### src/vdp_timing_pkg.sv
// --------------------------------------------------
// Fixed video timing constants of the display core
// Horizontal border, TV offsets, blanking start lines
// Base top line and field end half-line counts
// --------------------------------------------------

package vdp_timing_pkg;

    // Horizontal count where the active area starts
    localparam logic [10:0] LEFT_BORDER = 11'd235;

    // Lines hidden above the picture on a TV set
    localparam logic [4:0] LED_TV_Y_NTSC = 5'd3;
    localparam logic [4:0] LED_TV_Y_PAL  = 5'd6;

    // First blanked line after the picture
    // NTSC variants
    localparam logic [8:0] V_BLANKING_START_192_NTSC = 9'd240;
    localparam logic [8:0] V_BLANKING_START_212_NTSC = 9'd250;
    // PAL variants, longer field
    localparam logic [8:0] V_BLANKING_START_192_PAL  = 9'd263;
    localparam logic [8:0] V_BLANKING_START_212_PAL  = 9'd273;

    // Top line of the picture before the R#18 adjust
    localparam logic [6:0] OFFSET_Y_BASE = 7'd10;

    // Last half-line count of one field
    // Non-interlaced NTSC, 262 lines
    localparam logic [9:0] FIELD_END_NTSC    = 10'd523;
    // Interlaced NTSC, 262.5 lines
    localparam logic [9:0] FIELD_END_NTSC_IL = 10'd524;
    // Non-interlaced PAL, 313 lines
    localparam logic [9:0] FIELD_END_PAL     = 10'd625;
    // Interlaced PAL, 312.5 lines
    localparam logic [9:0] FIELD_END_PAL_IL  = 10'd624;

endpackage

### src/vdp_ctrl_pkg.sv
// --------------------------------------------------
// Control port and register types
// Second port byte union, display mode struct
// Interrupt control and status structs
// --------------------------------------------------

package vdp_ctrl_pkg;

    // Second byte read as a register write
    typedef struct packed {
        logic       reg_flag;
        logic       spare;
        logic [5:0] reg_num;
    } vdp_port_reg_t;

    // Second byte read as a VRAM address set
    typedef struct packed {
        logic       reg_flag;
        logic       write_flag;
        logic [5:0] addr_hi;
    } vdp_port_addr_t;

    // Same 8 bits, two decodings
    // Bit 7 selects which view applies
    typedef union packed {
        vdp_port_reg_t  regw;
        vdp_port_addr_t addr;
    } vdp_port_byte_u;

    // Display mode from R#9 and R#18
    typedef struct packed {
        logic       pal_mode;
        logic       interlace_mode;
        logic       y212_mode;
        // Top line of the picture
        logic [6:0] offset_y;
    } vdp_mode_t;

    // Interrupt enables and line compare value
    typedef struct packed {
        // Vertical blank interrupt enable, R#1
        logic       ie0;
        // Line interrupt enable, R#0
        logic       ie1;
        logic [7:0] int_line;
    } vdp_int_ctrl_t;

    // Interrupt flags seen by the host
    typedef struct packed {
        logic f;
        logic fh;
    } vdp_status_t;

endpackage

### src/vdp_port_ctrl.sv
// --------------------------------------------------
// Host control port with credit-based byte buffer
// Byte-pair decoding into register writes
// Mode and interrupt registers, VRAM address latch
// --------------------------------------------------
`timescale 1ns/10ps

module vdp_port_ctrl
    import vdp_timing_pkg::*;
    import vdp_ctrl_pkg::*;
#(
    parameter int CREDITS = 4
) (
    input  logic          CLK21M,
    input  logic          RESET,
    input  logic          port_valid,
    input  logic [7:0]    port_data,
    output logic          credit_return,
    output vdp_mode_t     mode,
    output vdp_int_ctrl_t int_ctrl,
    output logic [13:0]   vram_addr
);

    localparam int PTR_W = (CREDITS > 1) ? $clog2(CREDITS) : 1;
    localparam int CNT_W = $clog2(CREDITS + 1);

    logic [7:0]       buf_mem [CREDITS];
    logic [PTR_W-1:0] wr_ptr;
    logic [PTR_W-1:0] rd_ptr;
    logic [CNT_W-1:0] count;
    logic             pop;
    vdp_port_byte_u   head;
    logic             second_byte;
    logic [7:0]       data_latch;
    logic             reg_ie0;
    logic             reg_ie1;
    logic             reg_pal;
    logic             reg_interlace;
    logic             reg_y212;
    logic [3:0]       reg_adjust_y;
    logic [7:0]       reg_int_line;

    // Circular pointer step, wraps at the buffer depth
    function automatic logic [PTR_W-1:0] ptr_inc(input logic [PTR_W-1:0] ptr);
        if (ptr == PTR_W'(CREDITS - 1)) begin
            return '0;
        end
        return ptr + 1'b1;
    endfunction

    // Drain one byte per cycle while anything is held
    assign pop  = (count != '0);
    assign head = buf_mem[rd_ptr];

    // Byte storage
    always_ff @(posedge CLK21M) begin
        if (port_valid) begin
            buf_mem[wr_ptr] <= port_data;
        end
    end

    // Pointers, fill level and credit pulse
    always_ff @(posedge CLK21M or posedge RESET) begin
        if (RESET) begin
            wr_ptr        <= '0;
            rd_ptr        <= '0;
            count         <= '0;
            credit_return <= 1'b0;
        end else begin
            if (port_valid) begin
                wr_ptr <= ptr_inc(wr_ptr);
            end
            if (pop) begin
                rd_ptr <= ptr_inc(rd_ptr);
            end
            case ({port_valid, pop})
                2'b10:   count <= count + 1'b1;
                2'b01:   count <= count - 1'b1;
                default: count <= count;
            endcase
            // One credit back for each byte taken out
            credit_return <= pop;
        end
    end

    // First byte of a pair is plain data
    always_ff @(posedge CLK21M) begin
        if (pop && !second_byte) begin
            data_latch <= head;
        end
    end

    // Pair toggle and second byte decode
    always_ff @(posedge CLK21M or posedge RESET) begin
        if (RESET) begin
            second_byte   <= 1'b0;
            reg_ie0       <= 1'b0;
            reg_ie1       <= 1'b0;
            reg_pal       <= 1'b0;
            reg_interlace <= 1'b0;
            reg_y212      <= 1'b0;
            reg_adjust_y  <= '0;
            reg_int_line  <= '0;
            vram_addr     <= '0;
        end else if (pop) begin
            second_byte <= ~second_byte;
            if (second_byte) begin
                if (head.regw.reg_flag) begin
                    // Register write, unlisted numbers dropped
                    case (head.regw.reg_num)
                        6'd0: reg_ie1 <= data_latch[4];
                        6'd1: reg_ie0 <= data_latch[5];
                        6'd9: begin
                            reg_y212      <= data_latch[7];
                            reg_interlace <= data_latch[3];
                            reg_pal       <= data_latch[1];
                        end
                        6'd18: reg_adjust_y <= data_latch[7:4];
                        6'd19: reg_int_line <= data_latch;
                        default: ;
                    endcase
                end else begin
                    // Address set, upper 6 over lower 8
                    vram_addr <= {head.addr.addr_hi, data_latch};
                end
            end
        end
    end

    // Mode word to the counter
    assign mode.pal_mode       = reg_pal;
    assign mode.interlace_mode = reg_interlace;
    assign mode.y212_mode      = reg_y212;
    // Adjust nibble is signed, -8 to +7 lines
    assign mode.offset_y = OFFSET_Y_BASE + {{3{reg_adjust_y[3]}}, reg_adjust_y};

    // Interrupt control word
    assign int_ctrl.ie0      = reg_ie0;
    assign int_ctrl.ie1      = reg_ie1;
    assign int_ctrl.int_line = reg_int_line;

endmodule

### src/vdp_hvcounter.sv
// --------------------------------------------------
// Horizontal and vertical counters
// Field id, frame counter, mode resync at frame end
// Horizontal and vertical blanking flags
// --------------------------------------------------
`timescale 1ns/10ps

module vdp_hvcounter
    import vdp_timing_pkg::*;
    import vdp_ctrl_pkg::*;
#(
    parameter logic [10:0] CLOCKS_PER_LINE = 11'd1368
) (
    input  logic        CLK21M,
    input  logic        RESET,
    input  vdp_mode_t   mode,
    output logic [10:0] h_cnt,
    output logic [9:0]  v_cnt_in_field,
    output logic [10:0] v_cnt_in_frame,
    output logic        field,
    output logic        h_blank,
    output logic        v_blank
);

    localparam logic [10:0] H_HALF = CLOCKS_PER_LINE / 2 - 11'd1;
    localparam logic [10:0] H_LAST = CLOCKS_PER_LINE - 11'd1;

    logic       ff_pal_mode;
    logic       ff_interlace_mode;
    logic       half_step;
    logic       h_end;
    logic       h_border;
    logic [9:0] field_end_cnt;
    logic       field_end;
    logic       frame_end;
    logic [4:0] tv_y;
    logic [8:0] vbl_start_line;
    logic       il_odd;
    logic       vbl_start;
    logic       vbl_end;

    // Line end and mid-line strobes
    assign h_end     = (h_cnt == H_LAST);
    assign half_step = (h_cnt == H_HALF) || h_end;
    assign h_border  = (h_cnt == LEFT_BORDER);

    // Horizontal position, wraps each line
    always_ff @(posedge CLK21M or posedge RESET) begin
        if (RESET) begin
            h_cnt <= '0;
        end else if (h_end) begin
            h_cnt <= '0;
        end else begin
            h_cnt <= h_cnt + 1'b1;
        end
    end

    // Field length from the resynced mode
    always_comb begin
        case ({ff_interlace_mode, ff_pal_mode})
            2'b00: field_end_cnt = FIELD_END_NTSC;
            2'b10: field_end_cnt = FIELD_END_NTSC_IL;
            2'b01: field_end_cnt = FIELD_END_PAL;
            2'b11: field_end_cnt = FIELD_END_PAL_IL;
        endcase
    end

    assign field_end = (v_cnt_in_field == field_end_cnt);
    // Odd field ending closes the frame
    assign frame_end = field_end && field;

    // PAL and interlace only switch between frames
    always_ff @(posedge CLK21M or posedge RESET) begin
        if (RESET) begin
            ff_pal_mode       <= 1'b0;
            ff_interlace_mode <= 1'b0;
        end else if (half_step && frame_end) begin
            ff_pal_mode       <= mode.pal_mode;
            ff_interlace_mode <= mode.interlace_mode;
        end
    end

    // Half-line count in the field, field toggle, half-line count in the frame
    always_ff @(posedge CLK21M or posedge RESET) begin
        if (RESET) begin
            v_cnt_in_field <= '0;
            v_cnt_in_frame <= '0;
            field          <= 1'b0;
        end else if (half_step) begin
            if (field_end) begin
                v_cnt_in_field <= '0;
                field          <= ~field;
            end else begin
                v_cnt_in_field <= v_cnt_in_field + 1'b1;
            end
            if (frame_end) begin
                v_cnt_in_frame <= '0;
            end else begin
                v_cnt_in_frame <= v_cnt_in_frame + 1'b1;
            end
        end
    end

    // Horizontal blanking from line end to the left border
    always_ff @(posedge CLK21M or posedge RESET) begin
        if (RESET) begin
            h_blank <= 1'b0;
        end else if (h_end) begin
            h_blank <= 1'b1;
        end else if (h_border) begin
            h_blank <= 1'b0;
        end
    end

    // Blank start line by height and standard
    // y212 acts at once, PAL only after resync
    always_comb begin
        case ({mode.y212_mode, ff_pal_mode})
            2'b00: vbl_start_line = V_BLANKING_START_192_NTSC;
            2'b10: vbl_start_line = V_BLANKING_START_212_NTSC;
            2'b01: vbl_start_line = V_BLANKING_START_192_PAL;
            2'b11: vbl_start_line = V_BLANKING_START_212_PAL;
        endcase
    end

    assign tv_y   = ff_pal_mode ? LED_TV_Y_PAL : LED_TV_Y_NTSC;
    // Odd interlaced field runs half a line late
    assign il_odd = field & ff_interlace_mode;

    // Compare in half lines, line number shifted up one
    assign vbl_start = (v_cnt_in_field == {vbl_start_line + {4'd0, tv_y}, il_odd});
    assign vbl_end   = (v_cnt_in_field == {2'b00, mode.offset_y + {2'b00, tv_y}, il_odd});

    // Vertical blanking flips only at the left border
    always_ff @(posedge CLK21M or posedge RESET) begin
        if (RESET) begin
            v_blank <= 1'b0;
        end else if (h_border) begin
            if (vbl_end) begin
                v_blank <= 1'b0;
            end else if (vbl_start) begin
                v_blank <= 1'b1;
            end
        end
    end

endmodule

### src/vdp_interrupt.sv
// --------------------------------------------------
// Vertical blank and line interrupt flags
// Status read clear, registered active-low request
// --------------------------------------------------
`timescale 1ns/10ps

module vdp_interrupt
    import vdp_timing_pkg::*;
    import vdp_ctrl_pkg::*;
(
    input  logic          CLK21M,
    input  logic          RESET,
    input  vdp_int_ctrl_t int_ctrl,
    input  logic [10:0]   h_cnt,
    input  logic [9:0]    v_cnt_in_field,
    input  logic          v_blank,
    input  logic          status_rd,
    output vdp_status_t   status,
    output logic          int_n
);

    logic v_blank_d;
    logic vbl_rise;
    logic line_match;
    logic f_flag;
    logic fh_flag;

    // Previous blanking level for edge detect
    always_ff @(posedge CLK21M or posedge RESET) begin
        if (RESET) begin
            v_blank_d <= 1'b0;
        end else begin
            v_blank_d <= v_blank;
        end
    end

    assign vbl_rise = v_blank & ~v_blank_d;

    // Whole line number is the half-line count over two
    assign line_match = (h_cnt == LEFT_BORDER) &&
                        (v_cnt_in_field[9:1] == {1'b0, int_ctrl.int_line});

    // Flags, a new event beats a same-cycle read
    always_ff @(posedge CLK21M or posedge RESET) begin
        if (RESET) begin
            f_flag  <= 1'b0;
            fh_flag <= 1'b0;
        end else begin
            if (vbl_rise) begin
                f_flag <= 1'b1;
            end else if (status_rd) begin
                f_flag <= 1'b0;
            end
            if (line_match) begin
                fh_flag <= 1'b1;
            end else if (status_rd) begin
                fh_flag <= 1'b0;
            end
        end
    end

    assign status.f  = f_flag;
    assign status.fh = fh_flag;

    // Request to the CPU, masked by the enables
    always_ff @(posedge CLK21M or posedge RESET) begin
        if (RESET) begin
            int_n <= 1'b1;
        end else begin
            int_n <= ~((f_flag & int_ctrl.ie0) | (fh_flag & int_ctrl.ie1));
        end
    end

endmodule

### src/vdp_top.sv
// --------------------------------------------------
// Display timing core top level
// Port controller, counters and interrupt block
// --------------------------------------------------
`timescale 1ns/10ps

module vdp_top
    import vdp_ctrl_pkg::*;
#(
    parameter int          CREDITS         = 4,
    parameter logic [10:0] CLOCKS_PER_LINE = 11'd1368
) (
    input  logic        CLK21M,
    input  logic        RESET,
    input  logic        port_valid,
    input  logic [7:0]  port_data,
    input  logic        status_rd,
    output logic        credit_return,
    output logic [13:0] vram_addr,
    output logic [10:0] h_cnt,
    output logic [9:0]  v_cnt_in_field,
    output logic [10:0] v_cnt_in_frame,
    output logic        field,
    output logic        h_blank,
    output logic        v_blank,
    output vdp_status_t status,
    output logic        int_n
);

    // Decoded register state
    vdp_mode_t     mode;
    vdp_int_ctrl_t int_ctrl;

    // Host bytes in, modes and enables out
    vdp_port_ctrl #(
        .CREDITS(CREDITS)
    ) port_ctrl_inst (
        .CLK21M       (CLK21M),
        .RESET        (RESET),
        .port_valid   (port_valid),
        .port_data    (port_data),
        .credit_return(credit_return),
        .mode         (mode),
        .int_ctrl     (int_ctrl),
        .vram_addr    (vram_addr)
    );

    // Raster position and blanking
    vdp_hvcounter #(
        .CLOCKS_PER_LINE(CLOCKS_PER_LINE)
    ) hvcounter_inst (
        .CLK21M        (CLK21M),
        .RESET         (RESET),
        .mode          (mode),
        .h_cnt         (h_cnt),
        .v_cnt_in_field(v_cnt_in_field),
        .v_cnt_in_frame(v_cnt_in_frame),
        .field         (field),
        .h_blank       (h_blank),
        .v_blank       (v_blank)
    );

    // Interrupt flags from raster events
    vdp_interrupt interrupt_inst (
        .CLK21M        (CLK21M),
        .RESET         (RESET),
        .int_ctrl      (int_ctrl),
        .h_cnt         (h_cnt),
        .v_cnt_in_field(v_cnt_in_field),
        .v_blank       (v_blank),
        .status_rd     (status_rd),
        .status        (status),
        .int_n         (int_n)
    );

endmodule

### config.mk
export PLATFORM = sky130hd
export DESIGN_NAME = vdp_top
export DESIGN_NICKNAME = d
export VERILOG_FILES = /design/src/vdp_timing_pkg.sv /design/src/vdp_ctrl_pkg.sv /design/src/vdp_port_ctrl.sv /design/src/vdp_hvcounter.sv /design/src/vdp_interrupt.sv /design/src/vdp_top.sv
export SDC_FILE = /design/constraint.sdc
export NUM_CORES = 1
export LEC_CHECK = 0
export BUFFER_PORTS_ARGS = -buffer_cell sky130_fd_sc_hd__buf_2
export CAP_MARGIN = 20
export CORE_MARGIN = 5
export CORE_UTILIZATION = 59
export CTS_CLUSTER_DIAMETER = 120
export CTS_CLUSTER_SIZE = 20
export DETAILED_ROUTE_END_ITERATION = 10
export PLACE_DENSITY_LB_ADDON = 0.2
export SYNTH_ARGS = -nofsm -noshare
export SYNTH_HDL_FRONTEND = slang
export SYNTH_HIERARCHICAL = 1
export SYNTH_SLANG_ARGS = --single-unit
### constraint.sdc
create_clock -name CLK21M -period 2.56 [get_ports CLK21M]
set_input_delay 0.384 -clock CLK21M [delete_from_list [all_inputs] [get_ports CLK21M]]
set_output_delay 0.384 -clock CLK21M [all_outputs]
set_load 0.01 [all_outputs]
==> summary.md <==
The run finished with clean final reports. The top-area cell type share of the netlist area was 0.328. The post-cts sizing count was 0. Count of flip-flops with a built-in enable after synthesis: 40. The worst register-to-register path has a setup slack of 180 ps. In the synthesized netlist, the cells that appear most often are sky130_fd_sc_hd__dfrtp_1, sky130_fd_sc_hd__edfxtp_1, sky130_fd_sc_hd__xnor2_1, sky130_fd_sc_hd__mux2_2, sky130_fd_sc_hd__nand2_1. The synthesized design contains 121 register bits. IR analysis of the VDD net gives a maximum drop of 675 uV. The class of the tightest hold or removal check is input pin to flip-flop. Maximum root-to-sink buffer count: 2. The signal on the critical path passes through ha_1 > and4bb_2 > nand4_4 > and2_4 > nor3_2 > mux2_2. In the routed layout, each cell is associated on average with a via count of 5.61. The tools report the critical path data arrival time as 2770 ps.

Derived from the worst setup path, the maximum achievable clock frequency is 0.421 GHz. The finished layout holds 705 standard cells, fillers aside. The run gives 78 as the post-synthesis cell type count.

The number of buffers and inverters on the critical path is 0. The most used flip-flop cell after synthesis is sky130_fd_sc_hd__dfrtp_1. The die is 112 um tall. Buffers added to address setup during post-CTS repair amount to 0. Routability-driven placement finished with a final weighted congestion of 0.819.

Among all cell types in the netlist, the one instantiated most often is sky130_fd_sc_hd__dfrtp_1. The initial core utilization came out at 0.599. For the number of max-slew violations in the final report, the log shows 0. The logs give 0.530 for the sequential share of the synthesized area and 4 for the H-tree depth reported by CTS. Setup repair after global routing left no endpoint under its margin.

The area growth from synthesis to layout is 16.8%. After technology mapping, the gate count stands at 487. 65 I/O pins were placed.

The endpoint kind of the worst setup timing path is a flip-flop. The initial antenna violation count came out at 0. TritonCTS built the clock tree. The hold violation count in the final report is 0, and the time the final worst path needs with I/O delays and setup is 2380 ps. The post-detailed-routing wire length is 12300 um, and the largest driver fanout on the critical path is 16. For this design the ratio of total power to cell area is 982 nW/um2. Summed over all cells, the static leakage comes to 3.10 nW.

The fraction of final layout cells sized beyond drive strength 1 came out at 0.306. After clock tree synthesis, the clock-pin slew on the worst setup and hold paths is 60 ps. In this run, CTS created clock tree buffers numbering 17.

Number of antenna diodes: 0. The count of routing violations after the opening detailed-route iteration is 159, and the post-synthesis average cell area is 12.5 um2. After detailed routing, the average wire length per cell comes to 17.5 um. Of all cell types, the one taking the most synthesized area is sky130_fd_sc_hd__dfrtp_1. The clock tree skew after final layout is 8.92 ps.

The net count of the finished layout is 585. For the relative slew slack, the log shows 0.566. The overall track demand over capacity in global routing is 0.211.

The fraction of registers with async set/reset is 0.669. Grouping stages by cell kind, the critical path spends the most delay in simple AND/OR/NAND/NOR gates. Among all stages on the critical path, the largest delay is contributed by sky130_fd_sc_hd__dfrtp_1.

On the worst path, the slowest cell contributes a delay of 410 ps. Total congestion overflow after global routing: 0. By area the synthesized netlist is led by sky130_fd_sc_hd__dfrtp_1, sky130_fd_sc_hd__edfxtp_1, sky130_fd_sc_hd__mux2_2, sky130_fd_sc_hd__xnor2_1, sky130_fd_sc_hd__ha_1.

At the pin with the least slew margin, the transition time is 649 ps. The number of setup violations in the final report is 0. Cell area after technology mapping: 6100 um2.

The kind of start point of the critical path was a flip-flop. Clock tree synthesis found a total of 121 sinks. The area of the die was 12500 um2. The core region is 10200 um2.

Entering global routing, the biggest net connects 41 pins. The floorplan has 37 rows. For the detailed placement HPWL, the log shows 8850 um. The critical path is of the flip-flop to flip-flop type. The remaining number of nets flagged by the antenna check after routing is 0. The later pin in the worst-skew pair is clocked with a latency of 520 ps. The first-pass iteration count of the detailed router is 4, and the count of hold-fix buffers inserted at cts is 1. Total negative setup slack: 0 ps.

Max-cap violations in this run came to 0. In the routed design, unresolved DRC markers number 0. During placement, the flow inserted port buffers numbering 64. The die is 112 um wide. The required arrival time at the worst endpoint came out at 2960 ps.

The via count of the first global-routing pass was 4166; the number of synthesis warnings was 6. Once placement completed, the tool counted placed cells totaling 672. The post-route fraction of the period consumed by the critical path works out to 0.928. The tree is rooted in a sky130_fd_sc_hd__clkbuf_8. The routed layout has 3956 vias. The first global-routing pass estimated 21100 um of wire.
-- state kept, by name, indices dropped and copies added (netlist names), 2 cells and up --
signal and count:
hvcounter_inst/h_cnt 11, hvcounter_inst/v_cnt_in_field 10, hvcounter_inst/v_cnt_in_frame 11, port_ctrl_inst/buf_mem 32, port_ctrl_inst/count 3, port_ctrl_inst/data_latch 8, port_ctrl_inst/rd_ptr 2, port_ctrl_inst/reg_adjust_y 4
port_ctrl_inst/reg_int_line 8, port_ctrl_inst/vram_addr 14, port_ctrl_inst/wr_ptr 2
-- area by class of cell --
type / instances / area [um2]
clock buffers: 21 / 439
clock inverters: 11 / 173
fillers: 767 / 3060
inverters: 26 / 97.6
multi-input cells: 313 / 2590
flip-flops and latches: 121 / 3230
well taps: 136 / 170
repair buffers: 77 / 420
-- worst paths after layout --
| path | from | endpoint | cells after the start |
|---|---|---|---|
| min in group asynchronous | RESET | interrupt_inst/f_flag | 3 |
| max in group asynchronous | RESET | port_ctrl_inst/vram_addr[0] | 4 |
| hold reg to reg | interrupt_inst/v_blank_d | interrupt_inst/f_flag | 1 |
| setup / recovery | hvcounter_inst/h_cnt[0] | hvcounter_inst/ff_interlace_mode | 6 |
| setup reg to reg | hvcounter_inst/h_cnt[0] | hvcounter_inst/ff_interlace_mode | 6 |
| hold / removal | port_data[0] | port_ctrl_inst/buf_mem[1][0] | 1 |
-- cells by family after synthesis --
group,Yosys count,share of synthesized area
muxes,48,0.103
adders and majority gates,17,0.0361
other,1,0.000615
and+or+nand+nor,147,0.152
AOI/OAI and AO/OA,55,0.0688
DFF,121,0.530
buffers and inverters,54,0.0456
xor gates and xnor gates,44,0.0645
-- report_power, final --
part	leakage [nW]	internal, mW	switching (mW)	total (mW)
sequential	1.42	2.50	0.319	2.82
combinational	1.40	0.865	0.867	1.73
clock	0.284	1.61	0.837	2.44
total	3.10	4.97	2.02	6.99
-- cells in the final DEF (no fill, tap or decap), drive strengths merged, types with 4 or more instances in the layout --
cell      synthesis  final
xnor2            35     35
edfxtp           40     40
dfrtp            80     80
mux4              5      5
nand2            33     33
nand4             7      7
or3               8      8
ha               16     16
and2              7      7
a21oi            13     13
buf              22     76
clkbuf            6     21
mux2             38     38
and3              5      5
inv              26     26
xor2              9      9
clkinvlp          0      4
nor3b             4      4
nor4              5      5
nor2             28     28
nor3              7      7
bufinv            0      4
nand2b            4      4
o21ai            12     12
mux2i             5      5
nand3            17     17
-- per-stage QoR --
stage                     setup slack, ps   util  hold WS, ps  power (mW)  area, um2
after floorplan                       437      -          149        4.09       6100
after global placement                289  0.638          288        4.50       6500
after detailed placement              226  0.638          293        4.59       6500
after CTS                             173  0.699         51.8        7.07       7120
after global routing                 37.9  0.699         66.9        7.38       7120
final                                 184  0.699         80.3        6.99       7120
-- metal layers --
layer	part of all wire	vias up	routed length (um)	global-route usage
met4	0.017	0	210	0.0860
met2	0.54	81	6720	0.382
met3	0.037	21	451	0.0446
met1	0.40	1975	4960	0.242
li1	-	1879	-	-
met5	0	-	0	0
Note: power is estimated with default switching activity, not from simulation.
